**src/gw_tag_pkg.sv**
```systemverilog
package gw_tag_pkg;

  //////////////////////////////////////////////////////////////////////
  // Packet field widths
  //////////////////////////////////////////////////////////////////////

  // Client id field, MSB first
  localparam int CLIENT_ID_W = 2;

  // Length field, number of payload bits that follow
  localparam int LEN_W = 4;

  // Widest payload, also the client register width
  localparam int PAYLOAD_W = 12;

  // Start bit plus id plus length
  localparam int PKT_HDR_W = 1 + CLIENT_ID_W + LEN_W;

  //////////////////////////////////////////////////////////////////////
  // Master to client
  //////////////////////////////////////////////////////////////////////

  typedef struct packed {
    logic start;
    logic shift;
    logic data;
    logic commit;
  } tag_line_t;

  // Committed register of one client, v pulses on update
  typedef struct packed {
    logic                 v;
    logic [PAYLOAD_W-1:0] value;
  } client_cfg_t;

endpackage

```
**src/gw_trace_pkg.sv**
```systemverilog
package gw_trace_pkg;

  // Master 0 is the local tag master, master 1 drives the pins
  localparam int NUM_MASTERS = 2;
  localparam int MASTER_W    = $clog2(NUM_MASTERS);

  localparam int WAIT_W = 16;

  //////////////////////////////////////////////////////////////////////
  // Trace entry format
  //////////////////////////////////////////////////////////////////////

  typedef enum logic [1:0] {
    OP_SEND = 2'd0,
    OP_WAIT = 2'd1,
    OP_DONE = 2'd2,
    OP_NOP  = 2'd3
  } trace_op_e;

  typedef struct packed {
    logic [MASTER_W-1:0]                master;
    logic [gw_tag_pkg::CLIENT_ID_W-1:0] client_id;
    logic [gw_tag_pkg::LEN_W-1:0]       len;
    logic [gw_tag_pkg::PAYLOAD_W-1:0]   payload;
  } send_body_t;

  // Pad keeps both bodies the same width
  typedef struct packed {
    logic [2:0]        pad;
    logic [WAIT_W-1:0] cycles;
  } wait_body_t;

  // Same 19 bits, meaning chosen by op
  typedef union packed {
    send_body_t send;
    wait_body_t delay;
  } trace_body_u;

  typedef struct packed {
    trace_op_e   op;
    trace_body_u body;
  } trace_entry_t;

endpackage

```
**src/gw_gateway_top.sv**
```systemverilog
`timescale 1ns/10ps

module gw_gateway_top #(
  parameter int TRACE_ADDR_W = 6,
  parameter int NUM_CLIENTS  = 3
) (
  input  logic                    clk_i,
  input  logic                    rst_n_i,
  input  logic                    trace_we_i,
  input  logic [TRACE_ADDR_W-1:0] trace_addr_i,
  input  gw_trace_pkg::trace_entry_t trace_data_i,
  input  logic                    run_i,
  output logic                    pin_tag_data_o,
  output logic                    pin_tag_en_o,
  output logic                    done_o,
  output gw_tag_pkg::client_cfg_t cfg_o [NUM_CLIENTS]
);

  import gw_tag_pkg::*;
  import gw_trace_pkg::*;

  logic [TRACE_ADDR_W-1:0] rom_addr;
  trace_entry_t            rom_data;
  logic                    tag_data;
  logic [NUM_MASTERS-1:0]  tag_en;
  tag_line_t               lines [NUM_CLIENTS];

  //////////////////////////////////////////////////////////////////////
  // Trace script and replay
  //////////////////////////////////////////////////////////////////////

  gw_trace_ram #(.TRACE_ADDR_W(TRACE_ADDR_W)) u_trace_ram (
    .clk_i   (clk_i),
    .we_i    (trace_we_i),
    .waddr_i (trace_addr_i),
    .wdata_i (trace_data_i),
    .raddr_i (rom_addr),
    .rdata_o (rom_data)
  );

  gw_tag_trace_replay #(.TRACE_ADDR_W(TRACE_ADDR_W)) u_replay (
    .clk_i      (clk_i),
    .rst_n_i    (rst_n_i),
    .run_i      (run_i),
    .rom_data_i (rom_data),
    .rom_addr_o (rom_addr),
    .tag_data_o (tag_data),
    .tag_en_o   (tag_en),
    .done_o     (done_o)
  );

  //////////////////////////////////////////////////////////////////////
  // Local tag master and its clients
  //////////////////////////////////////////////////////////////////////

  gw_tag_master #(.NUM_CLIENTS(NUM_CLIENTS)) u_master (
    .clk_i   (clk_i),
    .rst_n_i (rst_n_i),
    .data_i  (tag_data),
    .en_i    (tag_en[0]),
    .lines_o (lines)
  );

  for (genvar k = 0; k < NUM_CLIENTS; k++)
  begin : g_client
    gw_tag_client u_client (
      .clk_i   (clk_i),
      .rst_n_i (rst_n_i),
      .line_i  (lines[k]),
      .cfg_o   (cfg_o[k])
    );
  end

  // Master 1 goes off chip
  assign pin_tag_data_o = tag_data;
  assign pin_tag_en_o   = tag_en[1];

endmodule

```
**src/gw_tag_client.sv**
```systemverilog
`timescale 1ns/10ps

module gw_tag_client (
  input  logic                    clk_i,
  input  logic                    rst_n_i,
  input  gw_tag_pkg::tag_line_t   line_i,
  output gw_tag_pkg::client_cfg_t cfg_o
);

  import gw_tag_pkg::*;

  logic [PAYLOAD_W-1:0] shadow_q, shadow_d;
  client_cfg_t          cfg_q;

  // Last payload bit and commit can arrive together
  always_comb
  begin
    if (line_i.start)
    begin
      shadow_d = '0;
    end
    else if (line_i.shift)
    begin
      shadow_d = {shadow_q[PAYLOAD_W-2:0], line_i.data};
    end
    else
    begin
      shadow_d = shadow_q;
    end
  end

  always_ff @(posedge clk_i)
  begin
    shadow_q <= shadow_d;
  end

  always_ff @(posedge clk_i)
  begin
    if (!rst_n_i)
    begin
      cfg_q <= '0;
    end
    else
    begin
      cfg_q.v <= line_i.commit;
      if (line_i.commit)
      begin
        cfg_q.value <= shadow_d;
      end
    end
  end

  assign cfg_o = cfg_q;

endmodule

```
**src/gw_tag_master.sv**
```systemverilog
`timescale 1ns/10ps

module gw_tag_master #(
  parameter int NUM_CLIENTS = 3
) (
  input  logic                  clk_i,
  input  logic                  rst_n_i,
  input  logic                  data_i,
  input  logic                  en_i,
  output gw_tag_pkg::tag_line_t lines_o [NUM_CLIENTS]
);

  import gw_tag_pkg::*;

  typedef enum logic [1:0] {
    ST_IDLE,
    ST_ID,
    ST_LEN,
    ST_PAYLOAD
  } state_e;

  state_e                 state_q, state_d;
  logic [LEN_W-1:0]       cnt_q, cnt_d;
  logic [CLIENT_ID_W-1:0] id_q, id_d;
  logic [LEN_W-1:0]       len_q, len_d;
  logic [LEN_W-1:0]       len_full;
  // Zero length packets commit one cycle after start
  logic                   pend_q, pend_d;
  logic [CLIENT_ID_W-1:0] pend_id_q, pend_id_d;
  tag_line_t              ev;
  tag_line_t              lines_q [NUM_CLIENTS];
  tag_line_t              lines_d [NUM_CLIENTS];

  assign len_full = {len_q[LEN_W-2:0], data_i};

  always_comb
  begin
    state_d   = state_q;
    cnt_d     = cnt_q;
    id_d      = id_q;
    len_d     = len_q;
    pend_d    = 1'b0;
    pend_id_d = pend_id_q;
    ev        = '0;
    case (state_q)
      ST_IDLE:
      begin
        if (en_i && data_i)
        begin
          state_d = ST_ID;
          cnt_d   = LEN_W'(CLIENT_ID_W - 1);
        end
      end
      ST_ID:
      begin
        id_d = {id_q[CLIENT_ID_W-2:0], data_i};
        if (cnt_q == '0)
        begin
          state_d = ST_LEN;
          cnt_d   = LEN_W'(LEN_W - 1);
        end
        else
        begin
          cnt_d = cnt_q - 1'b1;
        end
      end
      ST_LEN:
      begin
        len_d = len_full;
        if (cnt_q == '0)
        begin
          ev.start = 1'b1;
          if (len_full == '0)
          begin
            pend_d    = 1'b1;
            pend_id_d = id_q;
            state_d   = ST_IDLE;
          end
          else
          begin
            cnt_d   = len_full - 1'b1;
            state_d = ST_PAYLOAD;
          end
        end
        else
        begin
          cnt_d = cnt_q - 1'b1;
        end
      end
      default:
      begin
        ev.shift = 1'b1;
        ev.data  = data_i;
        if (cnt_q == '0)
        begin
          ev.commit = 1'b1;
          state_d   = ST_IDLE;
        end
        else
        begin
          cnt_d = cnt_q - 1'b1;
        end
      end
    endcase

    // Enable dropped mid packet, abandon it
    if (!en_i && state_q != ST_IDLE)
    begin
      state_d = ST_IDLE;
      pend_d  = 1'b0;
      ev      = '0;
    end

    // Out of range ids match no line
    for (int k = 0; k < NUM_CLIENTS; k++)
    begin
      lines_d[k] = (id_q == CLIENT_ID_W'(k)) ? ev : '0;
      if (pend_q && pend_id_q == CLIENT_ID_W'(k))
      begin
        lines_d[k].commit = 1'b1;
      end
    end
  end

  always_ff @(posedge clk_i)
  begin
    if (!rst_n_i)
    begin
      state_q <= ST_IDLE;
      cnt_q   <= '0;
      pend_q  <= 1'b0;
      for (int k = 0; k < NUM_CLIENTS; k++)
      begin
        lines_q[k] <= '0;
      end
    end
    else
    begin
      state_q <= state_d;
      cnt_q   <= cnt_d;
      pend_q  <= pend_d;
      lines_q <= lines_d;
    end
  end

  always_ff @(posedge clk_i)
  begin
    id_q      <= id_d;
    len_q     <= len_d;
    pend_id_q <= pend_id_d;
  end

  assign lines_o = lines_q;

endmodule

```
**src/gw_tag_trace_replay.sv**
```systemverilog
`timescale 1ns/10ps

module gw_tag_trace_replay #(
  parameter int TRACE_ADDR_W = 6
) (
  input  logic                                 clk_i,
  input  logic                                 rst_n_i,
  input  logic                                 run_i,
  input  gw_trace_pkg::trace_entry_t           rom_data_i,
  output logic [TRACE_ADDR_W-1:0]              rom_addr_o,
  output logic                                 tag_data_o,
  output logic [gw_trace_pkg::NUM_MASTERS-1:0] tag_en_o,
  output logic                                 done_o
);

  import gw_tag_pkg::*;
  import gw_trace_pkg::*;

  // Bits left after the start bit
  localparam int SHIFT_W = PKT_HDR_W + PAYLOAD_W - 1;
  localparam int CNT_W   = $clog2(PKT_HDR_W + PAYLOAD_W);

  typedef enum logic [2:0] {
    ST_IDLE,
    ST_FETCH,
    ST_DECODE,
    ST_SEND,
    ST_WAIT,
    ST_DONE
  } state_e;

  state_e                  state_q;
  logic [TRACE_ADDR_W-1:0] addr_q;
  logic [SHIFT_W-1:0]      shift_q;
  logic [CNT_W-1:0]        bit_cnt_q;
  logic [WAIT_W-1:0]       wait_cnt_q;
  logic                    tag_data_q;
  logic [NUM_MASTERS-1:0]  tag_en_q;
  logic                    done_q;

  send_body_t              snd;
  wait_body_t              dly;
  logic [LEN_W-1:0]        len_eff;
  logic [PAYLOAD_W-1:0]    pay_aligned;
  logic [NUM_MASTERS-1:0]  en_sel;

  //////////////////////////////////////////////////////////////////////
  // Entry decode
  //////////////////////////////////////////////////////////////////////

  assign snd = rom_data_i.body.send;
  assign dly = rom_data_i.body.delay;

  // Length never exceeds the client register
  assign len_eff = (snd.len > LEN_W'(PAYLOAD_W)) ? LEN_W'(PAYLOAD_W) : snd.len;

  // Low L payload bits moved to the top, sent MSB first
  assign pay_aligned = snd.payload << (LEN_W'(PAYLOAD_W) - len_eff);

  assign en_sel = NUM_MASTERS'(1) << snd.master;

  //////////////////////////////////////////////////////////////////////
  // Replay FSM
  //////////////////////////////////////////////////////////////////////

  always_ff @(posedge clk_i)
  begin
    if (!rst_n_i)
    begin
      state_q    <= ST_IDLE;
      addr_q     <= '0;
      bit_cnt_q  <= '0;
      wait_cnt_q <= '0;
      tag_data_q <= 1'b0;
      tag_en_q   <= '0;
      done_q     <= 1'b0;
    end
    else
    begin
      case (state_q)
        ST_IDLE:
        begin
          if (run_i)
          begin
            state_q <= ST_FETCH;
          end
        end
        // Address is out, data lands next cycle
        ST_FETCH:
        begin
          state_q <= ST_DECODE;
        end
        ST_DECODE:
        begin
          case (rom_data_i.op)
            OP_SEND:
            begin
              tag_data_q <= 1'b1;
              tag_en_q   <= en_sel;
              bit_cnt_q  <= CNT_W'(PKT_HDR_W - 1) + CNT_W'(len_eff);
              addr_q     <= addr_q + 1'b1;
              state_q    <= ST_SEND;
            end
            OP_WAIT:
            begin
              addr_q <= addr_q + 1'b1;
              if (dly.cycles == '0)
              begin
                state_q <= ST_FETCH;
              end
              else
              begin
                wait_cnt_q <= dly.cycles - 1'b1;
                state_q    <= ST_WAIT;
              end
            end
            OP_NOP:
            begin
              addr_q  <= addr_q + 1'b1;
              state_q <= ST_FETCH;
            end
            default:
            begin
              done_q  <= 1'b1;
              state_q <= ST_DONE;
            end
          endcase
        end
        ST_SEND:
        begin
          if (bit_cnt_q == '0)
          begin
            tag_data_q <= 1'b0;
            tag_en_q   <= '0;
            state_q    <= ST_FETCH;
          end
          else
          begin
            tag_data_q <= shift_q[SHIFT_W-1];
            bit_cnt_q  <= bit_cnt_q - 1'b1;
          end
        end
        ST_WAIT:
        begin
          if (wait_cnt_q == '0)
          begin
            state_q <= ST_FETCH;
          end
          else
          begin
            wait_cnt_q <= wait_cnt_q - 1'b1;
          end
        end
        default:
        begin
          state_q <= ST_DONE;
        end
      endcase
    end
  end

  // Packet body after the start bit
  always_ff @(posedge clk_i)
  begin
    if (state_q == ST_DECODE)
    begin
      shift_q <= {snd.client_id, len_eff, pay_aligned};
    end
    else if (state_q == ST_SEND)
    begin
      shift_q <= shift_q << 1;
    end
  end

  assign rom_addr_o = addr_q;
  assign tag_data_o = tag_data_q;
  assign tag_en_o   = tag_en_q;
  assign done_o     = done_q;

endmodule

```
**src/gw_trace_ram.sv**
```systemverilog
`timescale 1ns/10ps

module gw_trace_ram #(
  parameter int TRACE_ADDR_W = 6
) (
  input  logic                        clk_i,
  input  logic                        we_i,
  input  logic [TRACE_ADDR_W-1:0]     waddr_i,
  input  gw_trace_pkg::trace_entry_t  wdata_i,
  input  logic [TRACE_ADDR_W-1:0]     raddr_i,
  output gw_trace_pkg::trace_entry_t  rdata_o
);

  import gw_trace_pkg::*;

  localparam int DEPTH = 2 ** TRACE_ADDR_W;

  trace_entry_t mem_q [DEPTH];
  trace_entry_t rdata_q;

  always_ff @(posedge clk_i)
  begin
    if (we_i)
    begin
      mem_q[waddr_i] <= wdata_i;
    end
  end

  // One cycle read latency
  always_ff @(posedge clk_i)
  begin
    rdata_q <= mem_q[raddr_i];
  end

  assign rdata_o = rdata_q;

endmodule

```
**config.mk**
```make
export PLATFORM = sky130hd
export DESIGN_NAME = gw_gateway_top
export DESIGN_NICKNAME = d
export VERILOG_FILES = /design/src/gw_tag_pkg.sv /design/src/gw_trace_pkg.sv /design/src/gw_gateway_top.sv /design/src/gw_tag_client.sv /design/src/gw_tag_master.sv /design/src/gw_tag_trace_replay.sv /design/src/gw_trace_ram.sv
export SDC_FILE = /design/constraint.sdc
export NUM_CORES = 2
export LEC_CHECK = 0
export ABC_AREA = 1
export CELL_PAD_IN_SITES_DETAIL_PLACEMENT = 0
export CELL_PAD_IN_SITES_GLOBAL_PLACEMENT = 2
export CORE_MARGIN = 2
export CORE_UTILIZATION = 25
export DETAILED_ROUTE_END_ITERATION = 10
export DONT_BUFFER_PORTS = 1
export PLACE_DENSITY_LB_ADDON = 0.1
export SETUP_SLACK_MARGIN = 0.15
export SLEW_MARGIN = 40
export SYNTH_ARGS = -nofsm -noshare
export SYNTH_HDL_FRONTEND = slang
export SYNTH_SLANG_ARGS = --single-unit
```
**constraint.sdc**
```tcl
create_clock -name clk_i -period 2.66 [get_ports clk_i]
set_input_delay 0.133 -clock clk_i [delete_from_list [all_inputs] [get_ports clk_i]]
set_output_delay 0.133 -clock clk_i [all_outputs]
set_load 0.1 [all_outputs]
```
======== Word-level counts from Yosys, hierarchy flattened ========
Memory sizes are Yosys's and may differ from the RTL's. A register that Yosys moved wholly into a read port is not among the register bits.
Cells that the tools add are included.
word-level totals
  word-level logic and storage cells ...... 166
  bits in latches ......................... 0
  memories ................................ 1
  memory bits (writable) .................. 1344
  register bits after elaboration ......... 153
  memory bits (read-only) ................. 0
memories
  memory             depth  bits a word  read ports  clocked after memory_dff  wr ports  line                source
  u_trace_ram.mem_q  64     21           1           1                         1         gw_trace_ram.sv:18  trace_entry_t mem_q [DEPTH];
operators by class
  $add $sub $neg .......................... 8
  div/mod/pow operators ................... 0
  bitwise logic cells ..................... 4
  multiplexer cells ....................... 53
  $mul .................................... 0
  equal/unequal tests ..................... 25
  reductions and logical operators ........ 37
  shift operators ......................... 2
  $lt $le $gt $ge ......................... 1
operators by type and width
  cell                                                                      number
  12-bit 2-to-1 mux                                                         6
  16-bit 2-to-1 mux                                                         3
  18-bit 2-to-1 mux                                                         2
  16-bit logical NOT                                                        2
  16-bit one-hot mux with 2 select lines                                    1
  16-bit by 1-bit subtractor with 16-bit output (second input constant)     2
  4-bit 2-to-1 mux                                                          7
  3-bit 2-to-1 mux                                                          5
  3-bit one-hot mux with 5 select lines                                     1
  3-bit AND reduction                                                       5
  2-bit 2-to-1 mux                                                          7
  1-bit 2-to-1 mux                                                          13
  2-bit inequality test (second input constant)                             6
  4-bit one-hot mux with 3 select lines                                     1
  2-bit AND reduction                                                       6
  12-bit by 4-bit << shifter with 12-bit output                             1
  5-bit 2-to-1 mux                                                          2
  2-bit by 1-bit inequality test with 1-bit output (second input constant)  5
  5-bit one-hot mux with 2 select lines                                     1
  3-bit one-hot mux with 3 select lines                                     1
  2-bit by 1-bit == test with 1-bit output (second input constant)          4
  2-bit == test (second input constant)                                     4
  2-bit logical NOT                                                         4
  4-bit logical NOT                                                         2
  other kinds (25)                                                          39

======== Depth between registers and ports, before layout ========
  depth in word-level cells ............... 6
  gate-level depth with buffers ........... 13

======== Cells and area by module ========
From an unflattened synthesis, not the netlist that was laid out.
unflattened totals
  cells, all modules ...................... 5603
  area total of the unflattened synthesis .. 62396.1 um^2
modules (own cells, without submodules)
  module               cells each  area each (um^2)  times used
  gw_trace_ram         4587        54762.5           1
  gw_tag_trace_replay  520         3668.5            1
  gw_tag_client        120         943.4             3
  gw_tag_master        136         1134.8            1

======== Worst setup path after synthesis ========
Ideal clock, no wire load.
  path kind ............................... input -> register
  start point ............................. input port trace_we_i
  end point ............................... memory u_trace_ram.mem_q[56][0] in the netlist's numbering, enable pin
  library setup time ...................... 0.425 ns
  buffers on the path ..................... 1
  stages on the path ...................... 3
  data arrival time ....................... 1.996 ns
  setup slack ............................. 0.238 ns
  required time ........................... 2.235 ns
  path through ............................ clkbuf_1 > inv_1 > nor3_1
on the way
  longest elaborated chain between the ends .. 2
RTL lines
  what                                    line                 source
  start, declared                         gw_gateway_top.sv:9  input logic trace_we_i,
  1-bit 2-to-1 mux                        gw_trace_ram.sv:23   if (we_i)
  1-bit 2-to-1 mux (implied by the code)  gw_trace_ram.sv:25   mem_q[waddr_i] <= wdata_i;
  end, declared                           gw_trace_ram.sv:18
No other way between the ends.

==> results by group <==
Power
  • Logic pwr share: 0.104
  • Flop pwr share: 0.466
  • Final Power: 0.0569 W
  • P_int: 0.0419 W
  • LEAKAGE: 25.1 nW
  • Sw Ratio: 0.264
  • Power Dens Cells: 769 nW/um^2
  • NetSw: 0.0150 W
  • Max IR drop VDD: 0.545 mV
  • Clock power frac: 0.430

Placement
  • Final RePlAce weighted congestion: 0.737
  • Place WS: -0.456 ns
  • Placed cells: 8420
  • PortBufs: 0
  • Hpwl dp: 126000 um

STA
  • Final Skew: 0.0484 ns
  • Slew HR: 0.573
  • Worst Tran Pin Value: 0.639 ns
  • Fmax: 0.401 GHz
  • Final Setup Violations: 0
  • Worst hold margin: 0.0378 ns
  • Final worst path period share: 0.938
  • Final worst slack: 0.164 ns
  • Final Hold Fails: 0
  • Slew Limit Fails: 0
  • Final Critical Period: 2.50 ns
  • Final TNS setup: 0 ns
  • RSZ-0062 raised after global routing: yes

Routing
  • Routed wire length: 224000 um
  • WL per Instance: 25.3 um
  • Drt pass-1 iters: 5
  • DRC Markers: 0
  • Via/cell ratio: 4.61
  • Initial DRC Count: 2936
  • Vias: 40.7k
  • Final antenna-violating net count: 0

Final layout
  • Layout area overhead: 20.9%
  • Fill cells: 24.8k
  • Multi-input combinational cell area: 15000 sq um
  • Non-Filler Instances: 8835
  • Reg area: 44100 sq um
  • Fin nets: 5504
  • Layout cell share with drive strength beyond 1: 0.129
  • Leading cell types in the layout, fill and taps excluded: edfxtp_1 (1369), nor2_1 (1036), o21ai_0 (722)
  • Most common cell after layout, fill and taps aside: edfxtp_1

Synthesis
  • Mapped Cells: 5221
  • Synthesized area: 61200 sq um
  • #FFs+latches synth: 1518
  • Syn. warnings: 0
  • Yosys cell types: 40
  • Post-synthesis sequential area ratio: 0.721
  • Syn Area/Cell: 11.7 sq um
  • Synth Net Count: 5262

Min path
  • Endpoint, Worst Hold: u_trace_ram.mem_q[36][11]
  • Worst hold path depth: 4
  • Worst hold start: trace_addr_i[0]
  • Min-delay worst type: primary input to flip-flop

Setup path
  • Worst reg2reg path depth: 11
  • CP Cell Sequence: buf_12, buf_16, buf_4, nand2_1, o21ai_0, o22ai_1, nand2_1, nand2_1, nand3b_1, nand3_2, nand2_1
  • WS Path Type: flip-flop to flip-flop
  • Crit path max-delay family: simple AND/OR/NAND/NOR gates
  • R2R Setup Slk: 0.16 ns
  • Max FO, Critical Path: 61
  • Slowest-stage cell, CP: dfxtp_4
  • Worst Setup Start Kind: flip-flop
  • Reg2reg start: u_replay.rom_addr_o[0]
  • Worst Setup End Kind: flip-flop
  • RR Endpoint: u_trace_ram.rdata_o[7]
  • CP dominant cell by count: nand2_1
  • Critical Path RT: 3.34 ns
  • Bufs and invs on worst path: 3
  • Max incr delay on CP: 0.45 ns
  • Crit path DAT: 3.18 ns

Die
  • Die area: 249000 sq um
  • DIE WIDTH: 499 um
  • FP Rows: 181
  • IO Pins: 73
  • Die height: 499 um
  • Initial Util: 0.252
  • Core area: 243000 sq um

GRT
  • Largest net degree at the start of global routing: 77
  • First-pass GRT wire length: 316000 um
  • Most Used Layer, Global Route: met2
  • GRT overflow: 0
  • Total Routing Usage GR: 0.177
  • Vias in the first global route: 41.1k
  • GR met2 Demand/Resource: 0.294
  • Grt met1 use: 0.245
  • GR met3 Demand/Resource: 0.0254
  • Initial antenna violation count: 17

Job
  • Maximum Capacitance Violations: 0

Clock tree
  • Clock Pin Slew Worst Setup and Hold Paths: 0.06 ns
  • CTS root buffer: clkbuf_16
  • Cts bufs inserted: 185
  • Number of clock sinks: 1518
  • CTS tree: built
  • Later-pin clock latency in the skew report: 0.86 ns
  • # H-tree levels: 4
  • CTS max path bufs: 3

Run status
  • Status: complete, no violations
[power by group through the flow]
stage	Clock [W]	Combinational, W	Sequential (W)
after floorplan	0	0.00310	0.0269
after global routing	0.0262	0.00660	0.0265
after CTS	0.0253	0.00610	0.0265
final	0.0245	0.00592	0.0265
after global placement	0	0.00536	0.0270
after detailed placement	0	0.00532	0.0270
[stage by stage]
step,util,cell area [sq um]
2_1_floorplan,-,61200
3_3_place_gp,0.275,66900
3_5_place_dp,0.275,66900
4_1_cts,0.304,73900
5_1_grt,0.304,74000
6_report,0.304,74000
[area by class of cell]
cell class                      count  share of cell area
Sequential cell                  1518               0.596
Timing Repair Buffer              379              0.0572
Clock buffer                      231              0.0657
Tap cell                         3202              0.0541
Antenna cell                        9            0.000304
Inverter                          191              0.0101
Clock inverter                    117              0.0136
Multi-Input combinational cell   3188               0.203
[worst max path at each step]
| stage | slack [ns] | startpoint | depth (start not counted) | endpoint |
|---|---|---|---|---|
| 2_1_floorplan | 0.24 | trace_we_i | 3 | u_trace_ram.mem_q[56][0] |
| 3_3_place_gp | -0.48 | u_replay.rom_addr_o[1] | 8 | u_trace_ram.rdata_o[0] |
| 3_5_place_dp | -0.46 | u_replay.rom_addr_o[1] | 8 | u_trace_ram.rdata_o[0] |
| 4_1_cts | 0.16 | u_replay.rom_addr_o[0] | 9 | u_trace_ram.rdata_o[11] |
| 5_1_grt | 0.09 | u_replay.rom_addr_o[0] | 11 | u_trace_ram.rdata_o[7] |
| 6_report | 0.16 | u_replay.rom_addr_o[0] | 11 | u_trace_ram.rdata_o[7] |
[worst register-to-register path: stages (launching register included)]
cell and delay, ns:
dfxtp_4 0.45, buf_12 0.21, buf_16 0.28, buf_4 0.35, nand2_1 0.06, o21ai_0 0.08, o22ai_1 0.12, nand2_1 0.07
nand2_1 0.05, nand3b_1 0.36, nand3_2 0.23, nand2_1 0.10
[synth_stat cells (all sizes together)]
library cell / n / share of area
o211ai: 178 / 0.022
dfxtp: 149 / 0.049
edfxtp: 1369 / 0.67
inv: 188 / 0.012
a31oi: 8 / 0.00082
nand3b: 27 / 0.0033
xnor2: 2 / 0.00029
a21boi: 1 / 0.00012
a32o: 1 / 0.00016
nor3: 56 / 0.0047
ha: 10 / 0.0020
a22o: 1 / 0.00014
nand2: 529 / 0.033
o22ai: 82 / 0.0084
buf: 163 / 0.017
nand4: 13 / 0.0013
nor4: 4 / 0.00041
o221ai: 1 / 0.00014
nor2: 1103 / 0.068
clkinv: 3 / 0.00018
xor2: 6 / 0.00086
clkbuf: 161 / 0.0099
a21oi: 125 / 0.010
nand3: 219 / 0.018
o21ai: 806 / 0.066
o2111ai: 1 / 0.00014
nor3b: 1 / 0.00020
or2: 14 / 0.0014
[layer usage]
metal  up-vias  routed length, um  share of wire
met2       643             107000           0.48
li1      19200                  -              -
met5         -                  0              0
met4         0               3570          0.016
met1     20700             105000           0.47
met3       225               8070          0.036
[kinds of logic after synthesis]
kind of cell	share of synthesized area
xor+xnor	0.00115
flops	0.721
fa+ha+maj	0.00204
compound gates	0.108
simple gates	0.130
buf+inv	0.0382
[flip-flops by register name (all words and copies together), names as in the netlist]
signal and cells:
u_trace_ram.mem_q 1344, u_replay.done_o 1, u_master.len_q 3, u_master.pend_q 1
u_replay.shift_q 18, u_replay.wait_cnt_q 16, u_master.state_q 2, u_master.pend_id_q 2
u_replay.tag_data_o 1, u_replay.rom_addr_o 6, u_replay.state_q 3, u_replay.tag_en_o 2
u_trace_ram.rdata_o 21, g_client.u_client.shadow_q 36, g_client.u_client.cfg_o 39, u_master.cnt_q 4
u_replay.bit_cnt_q 5, u_master.lines_o 12, u_master.id_q 2
[timing repair]
item / CTS / global route
endpoints found under the hold margin: 1615 / 0
endpoints found under the setup margin: 15 / 11
gates cloned: 2 / 1
buffers inserted: 5 / 0
gates resized for setup: 17 / 7
hold buffers: 50 / 0
pin swaps: 2 / 2
No activity file was read; power rests on OpenSTA's default activity.
